## config.mk

```make
export PLATFORM = sky130hd
export DESIGN_NAME = sccb_rx_bridge
export DESIGN_NICKNAME = d
export VERILOG_FILES = /design/src/sccb_apb_pkg.sv /design/src/sccb_frame_pkg.sv /design/src/sccb_apb_requester.sv /design/src/sccb_rx_bridge.sv /design/src/sccb_rx_frame_decoder.sv
export VERILOG_INCLUDE_DIRS = /design/src /design/src/src
export SDC_FILE = /design/constraint.sdc
export NUM_CORES = 1
export LEC_CHECK = 0
export BUFFER_PORTS_ARGS = -buffer_cell sky130_fd_sc_hd__buf_2
export CAP_MARGIN = 0
export CORE_ASPECT_RATIO = 0.75
export CORE_UTILIZATION = 40
export DETAILED_ROUTE_END_ITERATION = 8
export PLACE_DENSITY_LB_ADDON = 0.3
export SLEW_MARGIN = 10
export SYNTH_ARGS = -nofsm -noshare
export SYNTH_HDL_FRONTEND = slang
export SYNTH_SLANG_ARGS = --single-unit
```

## constraint.sdc

```tcl
create_clock -name rx_clk -period 2.6 [get_ports rx_clk]
set_input_delay 0.26 -clock rx_clk [delete_from_list [all_inputs] [get_ports rx_clk]]
set_output_delay 0.26 -clock rx_clk [all_outputs]
set_load 0.01 [all_outputs]
```

## src/sccb_defines.svh

```systemverilog
`ifndef SCCB_DEFINES_SVH
`define SCCB_DEFINES_SVH

//////////////////////////////////////////////////
// Frame header codes (8b10b K characters on lane 0)

// K27.7, APB write request
`define SCCB_HDR_APB_WRITE 8'hfb

// K28.0, APB read request
`define SCCB_HDR_APB_READ 8'h1c

// K29.7, completion carrying read data
`define SCCB_HDR_COMP_DATA 8'hfd

// K23.7, completion without data
`define SCCB_HDR_COMP_EMPTY 8'hf7

//////////////////////////////////////////////////
// Widths

// Link word, four bytes per word
`define SCCB_LL_DATA_WIDTH 32

// APB bus
`define SCCB_APB_ADDR_WIDTH 32
`define SCCB_APB_DATA_WIDTH 32

// All byte lanes written
`define SCCB_APB_STRB_FULL 4'b1111

`endif

```

## src/sccb_apb_pkg.sv

```systemverilog
`default_nettype none

`include "sccb_defines.svh"

package sccb_apb_pkg;

	//////////////////////////////////////////////////
	// APB field types

	typedef logic [`SCCB_APB_ADDR_WIDTH-1:0] apb_addr_t;
	typedef logic [`SCCB_APB_DATA_WIDTH-1:0] apb_data_t;

	// One strobe bit per data byte
	typedef logic [`SCCB_APB_DATA_WIDTH/8-1:0] apb_strb_t;

	//////////////////////////////////////////////////
	// Bus structs

	// Requester side of the bus
	typedef struct packed {
		logic      preset_n;
		logic      psel;
		logic      penable;
		logic      pwrite;
		apb_addr_t paddr;
		apb_data_t pwdata;
		apb_strb_t pstrb;
	} apb_req_t;

	// Completer answer
	typedef struct packed {
		logic      pready;
		logic      pslverr;
		apb_data_t prdata;
	} apb_rsp_t;

	//////////////////////////////////////////////////
	// Bridge records

	// Result of a finished APB access, one-cycle pulse
	typedef struct packed {
		logic      valid;
		// Read that returned data
		logic      has_data;
		logic      success;
		apb_data_t data;
	} apb_comp_t;

	// Completion frame received from the far side
	typedef struct packed {
		logic      valid;
		logic      error;
		apb_data_t data;
	} apb_ack_t;

	// Request fields, decoder to requester
	typedef struct packed {
		// Combinational, start word of a request frame
		logic      start;
		logic      pwrite;
		apb_addr_t paddr;
		apb_data_t pwdata;
		apb_strb_t pstrb;
	} req_fields_t;

endpackage

`default_nettype wire

```

## src/sccb_frame_pkg.sv

```systemverilog
`default_nettype none

`include "sccb_defines.svh"

package sccb_frame_pkg;

	//////////////////////////////////////////////////
	// Link-layer word types

	// One received word, byte 0 in data[7:0]
	typedef logic [`SCCB_LL_DATA_WIDTH-1:0] ll_word_t;

	// One frame byte
	typedef logic [7:0] ll_byte_t;

	// Count of valid bytes in a word, 0 to 4
	typedef logic [2:0] ll_nvalid_t;

	// Received stream from the link layer
	typedef struct packed {
		// Link is trained and aligned
		logic       link_up;
		// First word of a frame
		logic       start;
		// Word carries payload
		logic       valid;
		ll_nvalid_t nvalid;
		ll_word_t   data;
		// CRC good, frame accepted
		logic       commit;
		// CRC bad or frame aborted
		logic       drop;
	} ll_rx_t;

	//////////////////////////////////////////////////
	// Frame decoder FSM

	typedef enum logic [2:0] {
		IDLE,
		WRITE_1,
		WRITE_2,
		READ_1,
		COMP_1
	} rx_state_t;

endpackage

`default_nettype wire

```

## src/sccb_apb_requester.sv

```systemverilog
`default_nettype none

module sccb_apb_requester (
	input  wire logic                        rx_clk,
	input  wire logic                        arst_n,
	input  wire sccb_frame_pkg::ll_rx_t      ll,
	input  wire sccb_apb_pkg::req_fields_t   req,
	output sccb_apb_pkg::apb_req_t           apb,
	input  wire sccb_apb_pkg::apb_rsp_t      rsp,
	output sccb_apb_pkg::apb_comp_t          comp
);

	logic preset_q;
	logic psel_q;
	logic penable_q;

	// Merged select and enable
	logic psel_c;
	logic penable_c;

	// Access phase ended by the completer
	logic access_done;

	//////////////////////////////////////////////////
	// Select and enable phases

	always_comb begin
		// Setup phase opens with the start word
		psel_c    = psel_q || req.start;
		// Access phase opens on commit
		penable_c = penable_q || (psel_c && ll.commit);

		// Bad CRC cancels the request
		if (ll.drop) begin
			psel_c    = 1'b0;
			penable_c = 1'b0;
		end
	end

	assign access_done = penable_c && rsp.pready;

	always_ff @(posedge rx_clk or negedge arst_n) begin
		if (!arst_n) begin
			preset_q  <= 1'b0;
			psel_q    <= 1'b0;
			penable_q <= 1'b0;
		end else begin
			// Bus reset held for one cycle past our own reset
			preset_q  <= 1'b1;
			psel_q    <= psel_c;
			penable_q <= penable_c;

			if (access_done) begin
				psel_q    <= 1'b0;
				penable_q <= 1'b0;
			end

			// Link loss abandons a request still in setup
			// An access already in progress waits for pready
			if (!ll.link_up && !penable_c)
				psel_q <= 1'b0;
		end
	end

	//////////////////////////////////////////////////
	// Bus outputs

	always_comb begin
		apb.preset_n = preset_q;
		apb.psel     = psel_c;
		apb.penable  = penable_c;
		apb.pwrite   = req.pwrite;
		apb.paddr    = req.paddr;
		apb.pwdata   = req.pwdata;
		apb.pstrb    = req.pstrb;
	end

	//////////////////////////////////////////////////
	// Completion record

	// Valid for the pready cycle only
	always_comb begin
		comp.valid    = access_done;
		comp.has_data = !req.pwrite && !rsp.pslverr;
		comp.success  = !rsp.pslverr;
		comp.data     = rsp.prdata;
	end

endmodule

`default_nettype wire

```

## src/sccb_rx_bridge.sv

```systemverilog
`default_nettype none

module sccb_rx_bridge (
	input  wire logic                      rx_clk,
	input  wire logic                      arst_n,
	input  wire sccb_frame_pkg::ll_rx_t    ll,
	output sccb_apb_pkg::apb_req_t         apb,
	input  wire sccb_apb_pkg::apb_rsp_t    rsp,
	output sccb_apb_pkg::apb_comp_t        comp,
	output sccb_apb_pkg::apb_ack_t         ack
);

	// Decoded request, start pulse plus registered fields
	sccb_apb_pkg::req_fields_t req;

	//////////////////////////////////////////////////
	// Frame parsing

	sccb_rx_frame_decoder u_decoder (
		.rx_clk (rx_clk),
		.arst_n (arst_n),
		.ll     (ll),
		.req    (req),
		.ack    (ack)
	);

	//////////////////////////////////////////////////
	// APB requester port

	sccb_apb_requester u_requester (
		.rx_clk (rx_clk),
		.arst_n (arst_n),
		.ll     (ll),
		.req    (req),
		.apb    (apb),
		.rsp    (rsp),
		.comp   (comp)
	);

endmodule

`default_nettype wire

```

## src/sccb_rx_frame_decoder.sv

```systemverilog
`default_nettype none

`include "sccb_defines.svh"

module sccb_rx_frame_decoder (
	input  wire logic                      rx_clk,
	input  wire logic                      arst_n,
	input  wire sccb_frame_pkg::ll_rx_t    ll,
	output sccb_apb_pkg::req_fields_t      req,
	output sccb_apb_pkg::apb_ack_t         ack
);

	// Byte pairs of a word, first arrival in the upper half of the result
	function automatic logic [15:0] upper_pair(input sccb_frame_pkg::ll_word_t w);
		return {w[23:16], w[31:24]};
	endfunction

	function automatic logic [15:0] lower_pair(input sccb_frame_pkg::ll_word_t w);
		return {w[7:0], w[15:8]};
	endfunction

	sccb_frame_pkg::rx_state_t state;
	sccb_frame_pkg::ll_byte_t  hdr;
	logic                      hdr_is_req;
	logic                      frame_start;

	// Request payload
	logic                      pwrite_q;
	sccb_apb_pkg::apb_addr_t   paddr_q;
	sccb_apb_pkg::apb_data_t   pwdata_q;
	sccb_apb_pkg::apb_strb_t   pstrb_q;

	// Acknowledgement tracking
	logic                      ack_pending;
	logic                      ack_error_q;
	sccb_apb_pkg::apb_data_t   ack_data_q;

	//////////////////////////////////////////////////
	// Header classification

	// Frame type sits in lane 0 of the start word
	assign hdr = ll.data[7:0];

	// Only the IDLE state accepts a new frame
	assign frame_start = ll.start && (state == sccb_frame_pkg::IDLE);

	always_comb begin
		hdr_is_req = (hdr == `SCCB_HDR_APB_WRITE) || (hdr == `SCCB_HDR_APB_READ);
	end

	//////////////////////////////////////////////////
	// FSM and pending acknowledgement

	always_ff @(posedge rx_clk or negedge arst_n) begin
		if (!arst_n) begin
			state       <= sccb_frame_pkg::IDLE;
			ack_pending <= 1'b0;
		end else begin
			// Completion frame ends either way
			if (ack_pending && (ll.commit || ll.drop))
				ack_pending <= 1'b0;

			case (state)
				sccb_frame_pkg::IDLE: begin
					if (frame_start) begin
						case (hdr)
							`SCCB_HDR_APB_WRITE: state <= sccb_frame_pkg::WRITE_1;
							`SCCB_HDR_APB_READ:  state <= sccb_frame_pkg::READ_1;
							// Single word, no further state
							`SCCB_HDR_COMP_EMPTY: ack_pending <= 1'b1;
							`SCCB_HDR_COMP_DATA: begin
								ack_pending <= 1'b1;
								state       <= sccb_frame_pkg::COMP_1;
							end
							// Unknown header, frame ignored
							default: begin
							end
						endcase
					end
				end

				// Abort if the second word never shows up
				sccb_frame_pkg::WRITE_1: begin
					if (ll.drop || !ll.valid)
						state <= sccb_frame_pkg::IDLE;
					else
						state <= sccb_frame_pkg::WRITE_2;
				end

				// Last payload words, CRC follows
				sccb_frame_pkg::WRITE_2: state <= sccb_frame_pkg::IDLE;
				sccb_frame_pkg::READ_1:  state <= sccb_frame_pkg::IDLE;
				sccb_frame_pkg::COMP_1:  state <= sccb_frame_pkg::IDLE;

				default: state <= sccb_frame_pkg::IDLE;
			endcase

			// Link loss restarts frame parsing
			if (!ll.link_up)
				state <= sccb_frame_pkg::IDLE;
		end
	end

	//////////////////////////////////////////////////
	// Field assembly, one word per cycle

	// Sequence byte in lane 1 is skipped
	always_ff @(posedge rx_clk) begin
		case (state)
			sccb_frame_pkg::IDLE: begin
				if (frame_start) begin
					case (hdr)
						`SCCB_HDR_APB_WRITE: begin
							paddr_q[31:16] <= upper_pair(ll.data);
							pwrite_q       <= 1'b1;
							pstrb_q        <= `SCCB_APB_STRB_FULL;
						end
						`SCCB_HDR_APB_READ: begin
							paddr_q[31:16] <= upper_pair(ll.data);
							pwrite_q       <= 1'b0;
							pstrb_q        <= '0;
						end
						// Success flag in bit 16, no data
						`SCCB_HDR_COMP_EMPTY: begin
							ack_data_q  <= '0;
							ack_error_q <= !ll.data[16];
						end
						`SCCB_HDR_COMP_DATA: begin
							ack_data_q[31:16] <= upper_pair(ll.data);
							ack_error_q       <= 1'b0;
						end
						default: begin
						end
					endcase
				end
			end

			// Low address half, then high data half
			sccb_frame_pkg::WRITE_1: begin
				paddr_q[15:0]   <= lower_pair(ll.data);
				pwdata_q[31:16] <= upper_pair(ll.data);
			end

			sccb_frame_pkg::WRITE_2: pwdata_q[15:0]   <= lower_pair(ll.data);
			sccb_frame_pkg::READ_1:  paddr_q[15:0]    <= lower_pair(ll.data);
			sccb_frame_pkg::COMP_1:  ack_data_q[15:0] <= lower_pair(ll.data);

			default: begin
			end
		endcase
	end

	//////////////////////////////////////////////////
	// Outputs

	always_comb begin
		req.start  = frame_start && hdr_is_req;
		req.pwrite = pwrite_q;
		req.paddr  = paddr_q;
		req.pwdata = pwdata_q;
		req.pstrb  = pstrb_q;

		// Ack fires in the commit cycle itself
		ack.valid = ack_pending && ll.commit;
		ack.error = ack_error_q;
		ack.data  = ack_data_q;
	end

endmodule

`default_nettype wire

```

==> run metrics <==
Mapped Cells=231; chip width=117 µm; Clock Latency Late Sink=340 ps; fin. max-slew vios=0; CTS H-Tree Depth=3; Largest stage delay, worst path=600 ps; Netlist Area Pre-Place=3980 µm²; Tmin final=2260 ps; aggregate global routing overflow=0; vias post-DR=2238; RSZ-0062 raised after global routing=false; pre-CTS WS=731 ps; post-route cell area=4920 µm²; clk root buf=clkbuf_16; Core Region=9660 µm²; CTS-repair resized insts=0; Nets=430; die area=10400 µm²; Synth Flop Type=edfxtp_1; Final ANT Viol Nets=0; final setup margin=337 ps; TritonCTS Sinks=105; Max VDD drop=309 µV; Longest Clk Path Bufs=2; combinational family with the most area after synthesis=simple AND/OR/NAND/NOR gates; kind of critical path=flop to primary output; residual DRC count=0; io pins=217; pin count of the biggest net entering global routing=22; EDFF count, synth=98; Post-Synth Adder-Cell Area=0%; area post-placement=4630 µm²; wirelength, routed=7820 µm; MaxCap Viol Count=0; final hold vios=0; CP Data Required Time=2340 ps; status=finished, final reports clean; Critical Path Sink Type=primary output; share of cells above drive strength 1=51.1%; Synth Area in Compound Gates=2.39%; antenna cells=0; worst hold path class=input pin to flop; Layout area overhead=23.7%; Max Clock Freq=0.442 GHz; hpwl dp=5520 µm; pwr/cell area=646 nW/µm²; net count after synthesis=307; Seq cells post-synth=105; GRT Util Overall=15.1%; synthesized area per cell=17.2 µm²; Synthesis Warnings=0; Setup-failing EPs final=0; Iter 0 DRT Violations=145; multiplexer share of the synthesized area=0%; reg-to-reg slack, setup=720 ps; crit path cell chain=or4b_4 > nor3b_1 > o21ai_1 > a21boi_1 > buf_2; post-synthesis sequential area ratio=78.3%; Port Buffer Count=149; fin crit share=87.0%; crit path max fanout=5; # Post-CTS Setup Buffers=0; die height=88.4 µm; Synth Area in XOR/XNOR=0.220%; initial core utilization=41.2%; CP max-delay cell=or4b_4; first-pass detailed-route iteration total=4; CTS tree=done; total CTS buffers=9; Final Skew=6.64 ps; Leakage=1.92 nW; routed wire length per instance=16.0 µm; first-pass GRT wire length=11200 µm; initial antenna violation count=0; setup_tns=0 ps; Cell Rows=31; fraction of registers with async set/reset=6.67%; vias in the first global route=2111; Synth Area in Simple Gates=10.2%; CTS clk-pin slew, worst paths=70 ps; WP data arrival=2000 ps; Via density=4.57; Placer Congestion=0.698; crit start category=flop; count of cell types in the netlist=38
what timing repair did:
action	4_1_cts	5_1_grt
hold buffers	1	0
setup endpoints to repair	0	0
endpoints found under the hold margin	7	0
kinds of logic after synthesis:
kind of cell / Yosys count
AO/OA/AOI/OAI: 13
buffers and inverters: 51
XOR/XNOR: 1
AND/OR/NAND/NOR: 60
flip-flops: 105
other: 1
cell usage after synthesis, types with 2 or more instances:
cell | number | area share [%]
nor2_1 | 4 | 0.38
a21oi_1 | 4 | 0.50
and2_1 | 17 | 2.7
inv_1 | 5 | 0.47
nor2b_1 | 2 | 0.31
nor3_1 | 2 | 0.25
nor3b_1 | 2 | 0.38
buf_4 | 42 | 7.9
clkbuf_1 | 4 | 0.38
and3_1 | 16 | 2.5
dfrtp_1 | 7 | 4.4
edfxtp_1 | 98 | 74
nand2_1 | 3 | 0.28
per-stage QoR:
step / utilization (%) / std cells / power, W / hold slack (ps)
detailed placement: 48.0 / 474 / 0.00196 / 107
global placement: 48.0 / 474 / 0.00196 / 103
CTS: 51.0 / 490 / 0.00321 / 82.0
finish: 51.0 / 490 / 0.00318 / 97.0
global route: 51.0 / 490 / 0.00328 / 99.9
floorplan: - / 231 / 0.00195 / -35.6
worst max-delay path: cells and delay by family, from the launching register on:
kind	cells	cell delay, ps
simple gates	2	810
compound gates	2	300
buf+inv	1	140
flops	1	420
path summary, 6_finish.rpt:
path,startpoint,end,cells after the start
setup / recovery,u_decoder.state[1]$_DFFE_PN0P_,comp[34],5
max in group asynchronous,arst_n,u_requester.penable_q$_DFF_PN0_,2
setup reg to reg,u_decoder.state[1]$_DFFE_PN0P_,u_decoder.paddr_q[21]$_DFFE_PP_,4
hold / removal,rsp[33],u_requester.penable_q$_DFF_PN0_,2
min in group asynchronous,arst_n,u_decoder.state[1]$_DFFE_PN0P_,2
hold reg to reg,u_decoder.ack_pending$_DFF_PN0_,u_decoder.ack_pending$_DFF_PN0_,1
state kept, by name, summed over array words and instances (netlist names):
register,flops
u_decoder.ack_data_q,32
u_decoder.paddr_q,32
u_decoder.pwdata_q,32
u_decoder.state,3
u_decoder.ack_error_q,1
u_decoder.ack_pending,1
u_decoder.pstrb_q,1
u_requester.penable_q,1
u_requester.preset_q,1
u_requester.psel_q,1
routing by layer:
metal  GRT usage (%)  part of all wire, %  routed length (µm)
met5               0                    0                   0
met4            7.36                  2.2                 175
met3            5.07                  6.7                 521
met2            23.6                   48                3730
met1            19.0                   43                3400
layout make-up:
type	count	area (µm²)
Inverter	5	18.8
Clock buffer	9	225
Tap cell	132	165
Timing Repair Buffer	158	816
Clock inverter	6	53.8
Multi-Input combinational cell	75	527
Sequential cell	105	3120
Fill cell	839	4730
power by group:
group / internal, W / leakage, nW / switching [W]
logic: 0.0000370 / 0.883 / 0.0000472
registers: 0.00184 / 0.912 / 0.00000120
clock network: 0.000658 / 0.128 / 0.000598
total: 0.00254 / 1.92 / 0.000646
placed cells by master, fill, tap and decap left out, drive strengths merged:
master / instances
o21bai: 1
buf: 157
nor3: 2
and3: 17
nor2: 5
or4b: 1
and2b: 2
and4: 1
edfxtp: 98
a31oi: 1
conb: 1
dlygate4sd3: 1
a21o: 1
clkinvlp: 3
a21boi: 1
dfrtp: 7
clkinv: 1
clkbuf: 9
and2: 17
o311ai: 1
nor2b: 2
nand2: 3
nand4bb: 1
nor4b: 1
a32oi: 1
xnor2: 1
a21oi: 4
o21a: 1
o21ai: 2
or2b: 1
nand4: 1
nor4: 3
inv: 7
nor3b: 2
and3b: 1
No activity file was read; power rests on OpenSTA's default activity.
